**src/include/x68_defines.svh**
```systemverilog
// Widths and counts shared by the glue logic; HOLD_W and OPM_DIV set reset and sound timing
`ifndef X68_DEFINES_SVH
`define X68_DEFINES_SVH

// Host side
`define STATUS_W 64
`define JOY_RAW_W 16

// Core side
`define JOY_PORT_W 6
`define AUD_W 16
`define LDR_ADDR_W 20

// Mount reset hold, the counter loads all ones
`define HOLD_W 16

// Divided sound enable period in clk_sys cycles
`define OPM_DIV 20

// Free sound divider, period is 2**SND_DIV_W
`define SND_DIV_W 4

`endif
```
**src/verilog/core_pkg.sv**
```systemverilog
// Core side types; switches and joystick ports are active low as the core expects
`include "x68_defines.svh"

package core_pkg;

	// Settings and momentary switches for the emulator core
	typedef struct packed {
		logic       fm_mode;
		logic       midi_mute;
		logic [1:0] tone_mode;
		logic [1:0] fdd_wait;
		logic [1:0] kbd_type;
		logic       nmi_n;
		logic       power_n;
		logic       sram_ld;
		logic       sram_st;
	} core_ctrl_t;

	// Buttons 5:4, right, left, down, up, all active low
	typedef logic [`JOY_PORT_W-1:0] joy_port_t;

	// Loader write request toward core memory
	typedef struct packed {
		logic                   aen;
		logic                   wr;
		logic                   done;
		logic [`LDR_ADDR_W-1:0] addr;
		logic [7:0]             data;
	} ldr_req_t;

	typedef logic signed [`AUD_W-1:0] sample_t;

endpackage

```
**src/verilog/host_pkg.sv**
```systemverilog
// Host side types; status bit positions follow the host menu layout and must not move
`include "x68_defines.svh"

package host_pkg;

	// Momentary menu triggers
	typedef struct packed {
		logic [`STATUS_W-1:15] rsv_hi;
		logic                  sram_save;
		logic                  sram_load;
		logic [12:9]           rsv_mid;
		logic                  power;
		logic                  nmi;
		logic [6:1]            rsv_lo;
		logic                  reset;
	} status_trig_t;

	// Persistent menu options, bit 13 doubles as SRAM load
	typedef struct packed {
		logic [`STATUS_W-1:17] rsv_hi;
		logic [1:0]            kbd_type;
		logic                  rsv_14;
		logic [1:0]            fdd_wait;
		logic [1:0]            tone_mode;
		logic [9:7]            rsv_mid;
		logic                  joy_swap;
		logic [5:4]            rsv_lo;
		logic                  midi_unmute;
		logic                  rsv_2;
		logic                  fm_mode;
		logic                  rsv_0;
	} status_opt_t;

	typedef union packed {
		status_trig_t trig;
		status_opt_t  opt;
	} status_word_u;

	// Raw joystick, active high
	typedef struct packed {
		logic [`JOY_RAW_W-1:8] rsv;
		logic                  v_fold;
		logic                  h_fold;
		logic [1:0]            btn;
		logic                  up;
		logic                  down;
		logic                  left;
		logic                  right;
	} joy_raw_t;

	typedef struct packed {
		logic        download;
		logic        wr;
		logic [23:0] addr;
		logic [7:0]  data;
	} dl_in_t;

endpackage

```
**src/verilog/x68_glue_top.sv**
```systemverilog
// Single clk_sys domain; led_o is the only unregistered output and follows the raw download level
`timescale 1ns/1ps

module x68_glue_top (
	input  logic                   clk_sys,
	input  logic                   reset_delayed,
	input  host_pkg::status_word_u status_i,
	input  logic [1:0]             buttons_i,
	input  host_pkg::joy_raw_t     joystick_0_i,
	input  host_pkg::joy_raw_t     joystick_1_i,
	input  host_pkg::dl_in_t       dl_i,
	input  logic                   hdd_mounted_i,
	input  logic                   ldr_ack_i,
	input  core_pkg::sample_t      aud_l_i,
	input  core_pkg::sample_t      aud_r_i,
	output core_pkg::core_ctrl_t   core_ctrl_o,
	output core_pkg::joy_port_t    joy_a_o,
	output core_pkg::joy_port_t    joy_b_o,
	output core_pkg::ldr_req_t     ldr_o,
	output logic                   core_rstn_o,
	output logic                   led_o,
	output logic [1:0]             opm_ce_o,
	output logic                   audio_l_o,
	output logic                   audio_r_o
);
	import host_pkg::*;

	dl_in_t dl_q;
	logic   rst_req;
	logic   host_rst;

	// LED lit while idle, dark during a download
	assign led_o = ~dl_i.download;

	host_ctrl_decode u_decode (
		.clk_sys      (clk_sys),
		.reset_delayed(reset_delayed),
		.status_i     (status_i),
		.buttons_i    (buttons_i),
		.joystick_0_i (joystick_0_i),
		.joystick_1_i (joystick_1_i),
		.dl_i         (dl_i),
		.core_ctrl_o  (core_ctrl_o),
		.joy_a_o      (joy_a_o),
		.joy_b_o      (joy_b_o),
		.dl_o         (dl_q),
		.rst_req_o    (rst_req),
		.host_rst_o   (host_rst)
	);

	reset_sequencer u_reset (
		.clk_sys      (clk_sys),
		.reset_delayed(reset_delayed),
		.dl_i         (dl_q),
		.rst_req_i    (rst_req),
		.host_rst_i   (host_rst),
		.hdd_mounted_i(hdd_mounted_i),
		.core_rstn_o  (core_rstn_o)
	);

	loader_write_buffer u_loader (
		.clk_sys      (clk_sys),
		.reset_delayed(reset_delayed),
		.dl_i         (dl_q),
		.ldr_ack_i    (ldr_ack_i),
		.ldr_o        (ldr_o)
	);

	audio_output u_audio (
		.clk_sys      (clk_sys),
		.reset_delayed(reset_delayed),
		.aud_l_i      (aud_l_i),
		.aud_r_i      (aud_r_i),
		.opm_ce_o     (opm_ce_o),
		.audio_l_o    (audio_l_o),
		.audio_r_o    (audio_r_o)
	);

endmodule

```
**src/verilog/audio_output.sv**
```systemverilog
// Sound enables run from clk_sys; DAC outputs need an external RC low-pass filter
`timescale 1ns/1ps
`include "x68_defines.svh"

module audio_output (
	input  logic              clk_sys,
	input  logic              reset_delayed,
	input  core_pkg::sample_t aud_l_i,
	input  core_pkg::sample_t aud_r_i,
	output logic [1:0]        opm_ce_o,
	output logic              audio_l_o,
	output logic              audio_r_o
);

	localparam int OPM_CNT_W = $clog2(`OPM_DIV);
	localparam int CH_N      = 2;

	logic [`SND_DIV_W-1:0] snd_div;
	logic [OPM_CNT_W-1:0]  opm_div;
	logic                  opm_wrap;
	logic [`AUD_W-1:0]     smp_in [CH_N];
	logic [`AUD_W-1:0]     smp_q [CH_N];
	logic [`AUD_W-1:0]     acc_q [CH_N];
	logic [`AUD_W:0]       acc_sum [CH_N];
	logic [CH_N-1:0]       dac_q;

	//////////////////////////////////////////////////////////////////////
	// Sound chip clock enables
	assign opm_wrap = (opm_div == OPM_CNT_W'(`OPM_DIV - 1));

	always_ff @(posedge clk_sys) begin
		if (reset_delayed) begin
			snd_div  <= '0;
			opm_div  <= '0;
			opm_ce_o <= '0;
		end else begin
			snd_div <= snd_div + 1'b1;
			if (opm_wrap)
				opm_div <= '0;
			else
				opm_div <= opm_div + 1'b1;
			opm_ce_o[0] <= (snd_div == '1);
			opm_ce_o[1] <= opm_wrap;
		end
	end

	//////////////////////////////////////////////////////////////////////
	// Delta-sigma DACs, channel 0 left and 1 right
	assign smp_in[0] = aud_l_i;
	assign smp_in[1] = aud_r_i;

	// Two's complement to offset binary
	always_ff @(posedge clk_sys) begin
		for (int ch = 0; ch < CH_N; ch++) begin
			smp_q[ch] <= {~smp_in[ch][`AUD_W-1], smp_in[ch][`AUD_W-2:0]};
		end
	end

	always_comb begin
		for (int ch = 0; ch < CH_N; ch++) begin
			acc_sum[ch] = {1'b0, acc_q[ch]} + {1'b0, smp_q[ch]};
		end
	end

	// Carry out is the one-bit output, its density tracks the sample
	always_ff @(posedge clk_sys) begin
		if (reset_delayed) begin
			acc_q <= '{default: '0};
			dac_q <= '0;
		end else begin
			for (int ch = 0; ch < CH_N; ch++) begin
				acc_q[ch] <= acc_sum[ch][`AUD_W-1:0];
				dac_q[ch] <= acc_sum[ch][`AUD_W];
			end
		end
	end

	assign audio_l_o = dac_q[0];
	assign audio_r_o = dac_q[1];

endmodule

```
**src/verilog/loader_write_buffer.sv**
```systemverilog
// One byte deep; a strobe while a write is still pending overwrites the held byte
`timescale 1ns/1ps
`include "x68_defines.svh"

module loader_write_buffer (
	input  logic               clk_sys,
	input  logic               reset_delayed,
	input  host_pkg::dl_in_t   dl_i,
	input  logic               ldr_ack_i,
	output core_pkg::ldr_req_t ldr_o
);

	logic                   ack_q;
	logic                   ack_d;
	logic                   dl_d;
	logic                   wr_q;
	logic                   done_q;
	logic                   aen_q;
	logic [`LDR_ADDR_W-1:0] addr_q;
	logic [7:0]             data_q;
	logic                   ack_rise;
	logic                   dl_fall;
	logic                   strobe;

	assign ack_rise = ack_q & ~ack_d;
	assign dl_fall  = dl_d & ~dl_i.download;
	// Writes after the end of the download are ignored
	assign strobe   = dl_i.wr & ~done_q;

	always_ff @(posedge clk_sys) begin
		if (reset_delayed) begin
			ack_q  <= 1'b0;
			ack_d  <= 1'b0;
			dl_d   <= 1'b0;
			wr_q   <= 1'b0;
			done_q <= 1'b0;
			aen_q  <= 1'b0;
		end else begin
			ack_q <= ldr_ack_i;
			ack_d <= ack_q;
			dl_d  <= dl_i.download;

			// New strobe wins over the ack clear
			if (strobe)
				wr_q <= 1'b1;
			else if (ack_rise & wr_q)
				wr_q <= 1'b0;

			if (dl_fall)
				done_q <= 1'b1;

			aen_q <= dl_i.download & ~done_q;
		end
	end

	// Payload, captured with each strobe
	always_ff @(posedge clk_sys) begin
		if (strobe) begin
			addr_q <= dl_i.addr[`LDR_ADDR_W-1:0];
			data_q <= dl_i.data;
		end
	end

	assign ldr_o = '{aen: aen_q, wr: wr_q, done: done_q, addr: addr_q, data: data_q};

endmodule

```
**src/verilog/reset_sequencer.sv**
```systemverilog
// Core stays in reset until a download starts and the host reset bit has fallen once
`timescale 1ns/1ps
`include "x68_defines.svh"

module reset_sequencer (
	input  logic             clk_sys,
	input  logic             reset_delayed,
	input  host_pkg::dl_in_t dl_i,
	input  logic             rst_req_i,
	input  logic             host_rst_i,
	input  logic             hdd_mounted_i,
	output logic             core_rstn_o
);

	logic               dl_d;
	logic               host_rst_d;
	logic               mounted_d;
	logic               dl_seen;
	logic               host_init;
	logic [`HOLD_W-1:0] hold_cnt;
	logic               dl_rise;
	logic               host_fall;
	logic               mount_rise;
	logic               hold_run;

	assign dl_rise    = ~dl_d & dl_i.download;
	assign host_fall  = host_rst_d & ~host_rst_i;
	assign mount_rise = ~mounted_d & hdd_mounted_i;
	assign hold_run   = |hold_cnt;

	always_ff @(posedge clk_sys) begin
		if (reset_delayed) begin
			dl_d        <= 1'b0;
			host_rst_d  <= 1'b0;
			mounted_d   <= 1'b0;
			dl_seen     <= 1'b0;
			host_init   <= 1'b0;
			hold_cnt    <= '0;
			core_rstn_o <= 1'b0;
		end else begin
			dl_d       <= dl_i.download;
			host_rst_d <= host_rst_i;
			mounted_d  <= hdd_mounted_i;

			// Both flags are sticky until the next system reset
			if (dl_rise)
				dl_seen <= 1'b1;
			if (host_fall)
				host_init <= 1'b1;

			// Fresh hard disk image restarts the long hold
			if (mount_rise)
				hold_cnt <= '1;
			else if (hold_run)
				hold_cnt <= hold_cnt - 1'b1;

			core_rstn_o <= dl_seen & host_init & ~rst_req_i & ~hold_run;
		end
	end

endmodule

```
**src/verilog/host_ctrl_decode.sv**
```systemverilog
// All host inputs must already be synchronous to clk_sys; every output lags its input by one cycle
`timescale 1ns/1ps

module host_ctrl_decode (
	input  logic                   clk_sys,
	input  logic                   reset_delayed,
	input  host_pkg::status_word_u status_i,
	input  logic [1:0]             buttons_i,
	input  host_pkg::joy_raw_t     joystick_0_i,
	input  host_pkg::joy_raw_t     joystick_1_i,
	input  host_pkg::dl_in_t       dl_i,
	output core_pkg::core_ctrl_t   core_ctrl_o,
	output core_pkg::joy_port_t    joy_a_o,
	output core_pkg::joy_port_t    joy_b_o,
	output host_pkg::dl_in_t       dl_o,
	output logic                   rst_req_o,
	output logic                   host_rst_o
);
	import host_pkg::*;
	import core_pkg::*;

	core_ctrl_t ctrl_next;
	joy_port_t  joy_0_map;
	joy_port_t  joy_1_map;

	// Fold bits press both directions of an axis
	function automatic joy_port_t map_joy(input joy_raw_t raw);
		joy_port_t port;
		port = ~{raw.btn, raw.right | raw.h_fold, raw.left | raw.h_fold,
			raw.down | raw.v_fold, raw.up | raw.v_fold};
		return port;
	endfunction

	//////////////////////////////////////////////////////////////////////
	// Settings decode
	always_comb begin
		ctrl_next.fm_mode   = status_i.opt.fm_mode;
		ctrl_next.midi_mute = ~status_i.opt.midi_unmute;
		ctrl_next.tone_mode = status_i.opt.tone_mode;
		ctrl_next.fdd_wait  = status_i.opt.fdd_wait;
		ctrl_next.kbd_type  = status_i.opt.kbd_type;
		// Panel switches go active low
		ctrl_next.nmi_n     = ~status_i.trig.nmi;
		ctrl_next.power_n   = ~status_i.trig.power;
		ctrl_next.sram_ld   = status_i.trig.sram_load;
		ctrl_next.sram_st   = status_i.trig.sram_save;
	end

	assign joy_0_map = map_joy(joystick_0_i);
	assign joy_1_map = map_joy(joystick_1_i);

	always_ff @(posedge clk_sys) begin
		if (reset_delayed) begin
			core_ctrl_o <= '{nmi_n: 1'b1, power_n: 1'b1, default: '0};
			joy_a_o     <= '1;
			joy_b_o     <= '1;
			rst_req_o   <= 1'b0;
			host_rst_o  <= 1'b0;
		end else begin
			core_ctrl_o <= ctrl_next;
			// Port A takes joystick 1 unless the swap bit is set
			if (status_i.opt.joy_swap) begin
				joy_a_o <= joy_0_map;
				joy_b_o <= joy_1_map;
			end else begin
				joy_a_o <= joy_1_map;
				joy_b_o <= joy_0_map;
			end
			rst_req_o  <= buttons_i[1] | status_i.trig.reset;
			host_rst_o <= status_i.trig.reset;
		end
	end

	//////////////////////////////////////////////////////////////////////
	// Download register toward loader and reset logic
	always_ff @(posedge clk_sys) begin
		if (reset_delayed) begin
			dl_o.download <= 1'b0;
			dl_o.wr       <= 1'b0;
		end else begin
			dl_o.download <= dl_i.download;
			dl_o.wr       <= dl_i.wr;
		end
	end

	always_ff @(posedge clk_sys) begin
		dl_o.addr <= dl_i.addr;
		dl_o.data <= dl_i.data;
	end

endmodule

```
**config.mk**
```make
export PLATFORM = sky130hd
export DESIGN_NAME = x68_glue_top
export DESIGN_NICKNAME = d
export VERILOG_FILES = /design/src/verilog/core_pkg.sv /design/src/verilog/host_pkg.sv /design/src/verilog/x68_glue_top.sv /design/src/verilog/audio_output.sv /design/src/verilog/loader_write_buffer.sv /design/src/verilog/reset_sequencer.sv /design/src/verilog/host_ctrl_decode.sv
export VERILOG_INCLUDE_DIRS = /design/src /design/src/include
export SDC_FILE = /design/constraint.sdc
export NUM_CORES = 1
export LEC_CHECK = 0
export ABC_AREA = 1
export BUFFER_PORTS_ARGS = -buffer_cell sky130_fd_sc_hd__buf_2
export CORE_ASPECT_RATIO = 0.75
export CORE_MARGIN = 5
export CORE_UTILIZATION = 51
export CTS_BUF_LIST = sky130_fd_sc_hd__clkbuf_16
export DETAILED_ROUTE_END_ITERATION = 7
export PLACE_DENSITY = 0.8
export REMOVE_ABC_BUFFERS = 1
export SLEW_MARGIN = 30
export SYNTH_ARGS = -nofsm -noshare
export SYNTH_HDL_FRONTEND = slang
export SYNTH_SLANG_ARGS = --single-unit
```
**constraint.sdc**
```tcl
create_clock -name clk_sys -period 1.8 [get_ports clk_sys]
set_input_delay 0.18 -clock clk_sys [delete_from_list [all_inputs] [get_ports clk_sys]]
set_output_delay 0.18 -clock clk_sys [all_outputs]
set_load 0.005 [all_outputs]
```
# == Word level (Yosys, flattened, before mapping) ==
# Memories as Yosys holds them, arrays and structs flattened.
# Index checks and enable logic that the tools add are counted.
# totals
elab_cells,91
n_memories,1
in_bits,168
regBits,156
ram_bits,32
output_inout_bits,61
# classes
n_reduce_logical,4
mux,6
bitwise_logic,36
eq_ne,2
n_addsub,5
# mem_list
name,words,word_bits,rd,rd_ports_with_merged_regs,write_ports,line,rtl
u_audio.smp_q,2,16,2,0,2,audio_output.sv:22,logic [`AUD_W-1:0] smp_q [CH_N];
# ops
operator,count
adder 16 x 16 -> 17 bit,2
2-to-1 mux 16 bit,2
OR reduction 16 bit,1
subtractor 16 x 1 -> 16 bit (second input constant),1
NOT 1 bit,14
2-to-1 mux 6 bit,2
NOT 6 bit,2
AND 1 bit,11
bitwise OR 1 bit,9
adder 5 x 1 -> 5 bit (second input constant),1
== test 5 bit (second input constant),1
adder 4 x 1 -> 4 bit (second input constant),1
== test 4 bit (second input constant),1
nonzero test 2 bit,2
2-to-1 mux 1 bit,2
OR reduction 2 bit,1

# == Logic depth before layout (Yosys ltp) ==
# Gate-level depths: netlist of run 1.
# depth
ltp_word,5
ltp_mapped,10
depth_no_buf,10

# == Modules after synthesis ==
# From an unflattened synthesis of run 1, not the netlist that was laid out.
# hier_totals
hier_cells,902
hier_area_um2,7604.8
# modules_own_cells
module,area_each_um2,cells_per_inst,instances,seq_area_each_um2
audio_output,3768.6,524,1,1541.5
host_ctrl_decode,1566.5,137,1,1181.1
reset_sequencer,1207.4,187,1,440.4
loader_write_buffer,1058.5,53,1,960.9
x68_glue_top,3.8,1,1,0.0

# == Worst setup path before layout of run 1 ==
# No wires, ideal clock.
# synth_timing
kind,flip-flop to flip-flop
from,memory u_audio.smp_q[0][0] (netlist name)
to,register u_audio.acc_q[28] (netlist name)
synth_period_minus_slack_ns,1.539
t_arrival_ns,1.426
setup_time_ns,0.113
setup_slack_ns,0.261
path_stages_with_launch,9
n_path_buf,0
required_ns,1.687
path_cell_list,dfxtp_1 ha_1 fa_1 nand3_1 nand3_1 nand3_1 nand3_1 nor2_1 nor2_1
# synth_rtl
item,line,rtl
start: declaration,audio_output.sv:22,
end signal: indexed assignment,audio_output.sv:72,acc_q[ch] <= acc_sum[ch][`AUD_W-1:0];
end: declaration,audio_output.sv:23,logic [`AUD_W-1:0] acc_q [CH_N];

# == Worst setup path in the final report of run 1 ==
# layout_timing
from,register u_audio.acc_q[0] (netlist name)
to,register u_audio.acc_q[8] (netlist name)
# layout_via
elab_chain_cells,1
# layout_lines
item,line,rtl
adder 16 x 16 -> 17 bit,audio_output.sv:61,"acc_sum[ch] = {1'b0, acc_q[ch]} + {1'b0, smp_q[ch]};"
# No other way between the ends.
# A chain may end at the register's enable or synchronous reset.

==> results.toml, run 1 <==
[worst_setup_path]
crit_chain = "ha_1 > fa_1 > nand3_1 > nand3_2 > nand2_1 > nor3b_1 > nor3_1"
rr_startpoint = "u_audio.acc_q[0]$_SDFF_PP0_"
cpPeakStageDelay_ns = 0.44
crit_fanout = 4
cp.required_ns = 2.09
end_kind = "flip-flop"
start_kind = "flip-flop"
cp_data_arrival_time_ns = 1.98
worst_path_max_delay_cell = "fa_1"
critPathBufInv = 0
cp-startpoint = "u_audio.acc_q[0]$_SDFF_PP0_"
path_class = "flip-flop to flip-flop"
crit_family = "adder cells"

[floorplanning]
io_pins = 229
die_x_um = 149
die_area_um2 = 17100
core-area_um2 = 14400
fp.dieH_um = 114
start_util_pct = 51.6
rows = 38

[placed_design]
place_worst_setup_slack_ns = 0.0999
globalplace.congestion = 0.869
port_buffers = 156
dp_hpwl_um = 11100

[routing]
drtIter0Drc = 245
drt-total-wl_um = 17000
ant_nets = 0
wire_per_inst_um = 12.9
met3_length_um = 1190
drc_errors = 0
met2_length_um = 8080
met1Wirelength_um = 7480
via_per_inst = 4.66
first_pass_iters = 5
routed.top_layer = "met4"
vias = 6154

[synth]
synth-async-reset-ratio_pct = 0
synth_area_leader_cell = "dfxtp_1"
synth_edf_count = 28
netlist_instances = 865
synthTopCellsByArea = "dfxtp_1, edfxtp_1, nand2_1, inv_1, ha_1"
ys_seq_area_share_pct = 54.3
avgSynthCellArea_um2 = 8.57
yosys_warnings = 0
synth.distinct_cells = 40
ys.flop_type = "dfxtp_1"
post-synth-top-count-cell = "nand2_1"
ys_top_cells_by_count = "nand2_1, dfxtp_1, inv_1"
synth_area_um2 = 7410
ys_seq_elements = 187
yosysTopAreaCellShare_pct = 43.0

[pwr]
clockPowerShare_pct = 32.4
p_switching_mw = 3.59
p_per_area_nw_per_um2 = 1140
sequentialPowerShare_pct = 43.2
leakage_nw = 4.85
total_power_mw = 11.2
internal-power_mw = 7.59
power_frac_comb_pct = 24.4
peakVddDrop_mv = 0.668
p_sw_share_pct = 32.1

[clock_tree]
tritoncts = "yes"
numCtsBuffers = 17
clock_latency_ns = 0.43
cts_num_sinks = 187
cts_max_path_buffers = 2
root_buffer = "clkbuf_16"
cts_max_level = 4
cts_setup_buffers = 0
cts.reportedPaths.clkPinSlew_ns = 0.08

[timing]
setup_viol = 0
fin_worst_skew_ns = 0.0127
clock.fmax_ghz = 0.588
hold_viol = 0
final_max_slew_viol_count = 0
min_period_ns = 1.70
relSlewSlack_pct = 59.9
grt_setup_unrepaired = "no"
fin_ws_ns = 0.100
final.setup.tns_ns = 0
worstMarginPinSlew_ns = 0.601
fin_crit_sh_pct = 94.4

[global_route]
grt_usage_pct = 20.3
grt_pass1_wl_um = 27700
antenna_found_initial = 0
grt_start_max_net_pins = 56
grt_overflow_total = 0
grt_pass1_vias = 5996

[cells_and_area]
fillers = 1076
syn2layout_area_growth_pct = 31.8
drive_above_1_share_pct = 20.7
fin_nets = 1312
antenna_cells = 0

[worst_hold_path]
holdCritStartpoint = "joystick_0_i[2]"
hold_class = "input pin to flip-flop"

[status]
status = "complete, no violations"

[job]
maxCapViolations = 0
[power groups by stage]
stage	clock network [mW]	registers (mW)	logic, mW
floorplan	0	4.90	1.87
global placement	0	4.90	2.43
detailed placement	0	4.92	2.51
CTS	3.69	4.83	2.68
global route	3.89	4.87	3.11
finish	3.62	4.83	2.73
[layout make-up]
class	count	area (µm²)	area share, %
tap	200	250	2.56
timing repair buffer	241	1620	16.6
clock inverter	15	158	1.61
multi-input combinational	529	2800	28.6
sequential	187	4020	41.2
inverter	131	492	5.03
clock buffer	17	425	4.36
[kinds of logic (layout without fill, tap and decap cells)]
logic type      after synthesis  in the layout  synth area share (%)
simple gates                403            403                  24.2
flops                       187            187                  54.3
buf+inv                     149            404                  8.09
compound gates               87             87                  6.69
fa+ha+maj                    37             37                  6.45
xor+xnor                      2              2                 0.236
[cells in the final DEF (no fill, tap or decap), types with 4 or more instances in the layout]
| cell type | n |
|---|---|
| nor2_4 | 6 |
| nand2_2 | 7 |
| nor3_1 | 9 |
| clkbuf_16 | 17 |
| inv_6 | 4 |
| dfxtp_1 | 159 |
| ha_1 | 35 |
| nor2_1 | 106 |
| nand3_2 | 7 |
| nand2_1 | 196 |
| edfxtp_1 | 28 |
| clkinv_8 | 4 |
| nor2_2 | 8 |
| buf_4 | 4 |
| o311ai_0 | 8 |
| nand3_1 | 41 |
| inv_2 | 6 |
| o21ai_0 | 21 |
| inv_1 | 125 |
| dlygate4sd3_1 | 81 |
| nand4_1 | 5 |
| buf_2 | 156 |
| a21oi_1 | 50 |
| nand3b_1 | 6 |
[final timing paths]
path / endpoint / depth (start not counted) / slack, ns
setup / recovery: u_audio.acc_q[8]$_SDFF_PP0_ / 7 / 0.10
hold / removal: u_decode.joy_b_o[1]$_SDFF_PP1_ / 2 / 0.02
setup reg to reg: u_audio.acc_q[8]$_SDFF_PP0_ / 7 / 0.10
hold reg to reg: u_loader.addr_q[3]$_DFFE_PP_ / 0 / 0.40
[sequential cells by signal, summed over array words and instances (netlist names), 2 cells and up]
signal                count
u_reset.hold_cnt         16
u_audio.acc_q            32
u_loader.addr_q          20
u_loader.data_q           8
u_decode.dl_o            30
u_decode.joy_b_o          6
u_audio.snd_div           4
u_decode.core_ctrl_o     11
u_audio.smp_q            32
u_audio.opm_div           5
u_audio.opm_ce_o          2
u_audio.dac_q             2
u_decode.joy_a_o          6
[stage by stage]
| stage | utilization, % | instances | area (µm²) | hold WS, ns |
|---|---|---|---|---|
| floorplan | - | 847 | 7300 | 0.208 |
| global placement | 58.2 | 1207 | 8360 | 0.282 |
| detailed placement | 58.2 | 1207 | 8360 | 0.284 |
| CTS | 68.0 | 1320 | 9760 | 0.00686 |
| global route | 68.0 | 1320 | 9770 | 0.0228 |
| finish | 68.0 | 1320 | 9770 | 0.0243 |
[metal layers]
| metal | global-route usage (%) | vias to the layer above |
|---|---|---|
| met2 | 34.3 | 202 |
| met3 | 5.66 | 17 |
| met1 | 25.4 | 2709 |
| li1 | - | 3226 |
| met4 | 6.04 | 0 |
| met5 | 0 | - |
[timing repair]
| action | in CTS | in global routing |
|---|---|---|
| endpoints found under the hold margin | 83 | 0 |
| hold buffers | 81 | 0 |
| gates resized for setup | 0 | 3 |
| setup endpoints to repair | 0 | 3 |
Power figures use the tool's default switching activity.
==> inputs of run 2 (changes only) <==
--- a/config.mk
+++ b/config.mk
@@ -13,7 +13,7 @@
 export CORE_UTILIZATION = 51
 export CTS_BUF_LIST = sky130_fd_sc_hd__clkbuf_16
 export DETAILED_ROUTE_END_ITERATION = 7
-export PLACE_DENSITY = 0.8
+export PLACE_DENSITY = 0.77
 export REMOVE_ABC_BUFFERS = 1
 export SLEW_MARGIN = 30
 export SYNTH_ARGS = -nofsm -noshare
==> results.toml, run 2 (same netlist as run 1, synthesis figures left out) <==
[status]
status = "complete, no violations"

[worst_setup_path]
crit_family = "adder cells"
start_kind = "flip-flop"
critPathBufInv = 0
cp_common_cell = "nand3_1"
end_kind = "flip-flop"
crit_fanout = 4
cp.required_ns = 2.09
crit_chain = "ha_1 > fa_1 > nand3_1 > nand3_2 > nand3_1 > nand3_1 > nand2_1 > a21oi_1"
cpPeakStageDelay_ns = 0.40
worst_path_max_delay_cell = "fa_1"
path_class = "flip-flop to flip-flop"
cp_data_arrival_time_ns = 1.98

[floorplanning]
start_util_pct = 51.6
die_area_um2 = 17100
die_x_um = 149
io_pins = 229
core-area_um2 = 14400
rows = 38
fp.dieH_um = 114

[clock_tree]
cts_max_path_buffers = 2
cts_max_level = 4
tritoncts = "yes"
cts_num_sinks = 187
cts.reportedPaths.clkPinSlew_ns = 0.07
root_buffer = "clkbuf_16"
numCtsBuffers = 17
clock_latency_ns = 0.42

[cells_and_area]
stdcell_area_um2 = 9830
fin_nets = 1315
final_util_pct = 68.5
syn2layout_area_growth_pct = 32.7
drive_above_1_share_pct = 20.8
fillers = 1144
largestRegisters = "u_audio.acc_q x32, u_audio.smp_q x32, u_decode.dl_o x30"
final_cell_mix = "nand2_1, dfxtp_1, buf_2"
layout_commonest_cell = "nand2_1"
antenna_cells = 0

[routing]
routed.top_layer = "met4"
met2_length_um = 8080
drt-total-wl_um = 17100
met1Wirelength_um = 7550
drc_errors = 0
via_per_inst = 4.69
ant_nets = 0
drtIter0Drc = 290
wire_per_inst_um = 12.9
vias = 6208
first_pass_iters = 5
met3_length_um = 1210

[placed_design]
place_worst_setup_slack_ns = 0.110
globalplace.congestion = 0.885
dp_hpwl_um = 11000
port_buffers = 156
place_area_um2 = 8400

[pwr]
internal-power_mw = 7.62
leakage_nw = 4.87
p_switching_mw = 3.62
peakVddDrop_mv = 0.651
p_per_area_nw_per_um2 = 1140
power_frac_comb_pct = 24.2
sequentialPowerShare_pct = 43.0
p_sw_share_pct = 32.2
clockPowerShare_pct = 32.8

[global_route]
grt_start_max_net_pins = 41
antenna_found_initial = 0
grt_overflow_total = 0
grt_pass1_vias = 6096
grt_usage_pct = 20.5
grt_pass1_wl_um = 28200

[worst_hold_path]
hold_class = "input pin to flip-flop"

[timing]
grt_setup_unrepaired = "no"
relSlewSlack_pct = 71.2
min_period_ns = 1.69
fin_ws_ns = 0.114
hold_viol = 0
clock.fmax_ghz = 0.593
final_max_slew_viol_count = 0
worstMarginPinSlew_ns = 0.432
setup_viol = 0
fin_crit_sh_pct = 93.7
fin_worst_skew_ns = 0.0108
final.setup.tns_ns = 0

[job]
maxCapViolations = 0
## run 2: cell types whose count changed in the layout (fill, tap and decap cells not counted), sizes merged
cell | before | now
buf | 160 | 161
clkinv | 6 | 5
dlygate4sd3 | 81 | 83
inv | 138 | 139
## run 2: per-layer routing
layer,vias up,track usage (%)
met5,-,0
met4,0,5.79
met3,21,5.54
met2,194,35.6
met1,2766,25.3
li1,3227,-
## run 2: metrics by stage
step / cells / hold WS [ns] / power (mW)
floorplan: 847 / 0.208 / 6.76
global placement: 1208 / 0.282 / 7.36
detailed placement: 1208 / 0.284 / 7.43
CTS: 1323 / 0.00615 / 11.2
global route: 1323 / 0.0391 / 11.9
finish: 1323 / 0.0328 / 11.2
## run 2: repair_timing
action                                  4_1_cts  5_1_grt
hold endpoints to repair                     85        0
hold buffers                                 83        0
endpoints found under the setup margin        0        3
setup buffers                                 0        0
resized for setup                             0        2
## run 2: worst paths after layout
kind | from | to | slack [ns] | depth (start not counted)
worst min-delay path | joystick_0_i[3] | u_decode.joy_a_o[0]$_SDFF_PP1_ | 0.03 | 2
worst min register to register | u_decode.dl_o[5]$_DFF_P_ | u_loader.data_q[5]$_DFFE_PP_ | 0.40 | 0
worst max register to register | u_audio.smp_q[0][0]$_DFF_P_ | u_audio.dac_q[0]$_SDFF_PP0_ | 0.11 | 8
worst max-delay path | u_audio.smp_q[0][0]$_DFF_P_ | u_audio.dac_q[0]$_SDFF_PP0_ | 0.11 | 8
## run 2: power groups by stage
stage | clock, mW | combinational [mW] | sequential, mW
floorplan | 0 | 1.87 | 4.90
finish | 3.69 | 2.72 | 4.83
detailed placement | 0 | 2.51 | 4.92
CTS | 3.74 | 2.68 | 4.83
global placement | 0 | 2.45 | 4.90
global route | 3.95 | 3.12 | 4.87
## run 2: layout make-up
cell class / count / area [µm²] / share of cell area [%]
tap: 200 / 250 / 2.55
inverter: 131 / 492 / 5.00
sequential: 187 / 4020 / 40.9
clock inverter: 15 / 170 / 1.73
clock buffer: 17 / 425 / 4.33
timing repair buffer: 244 / 1670 / 17.0
multi-input combinational: 529 / 2790 / 28.4
## run 2: worst reg2reg max path, cell delays in order, from the launching register on
cell and delay (ns):
dfxtp_1 0.31, ha_1 0.23, fa_1 0.40, nand3_1 0.12, nand3_2 0.11, nand3_1 0.09, nand3_1 0.14, nand2_1 0.10
a21oi_1 0.06
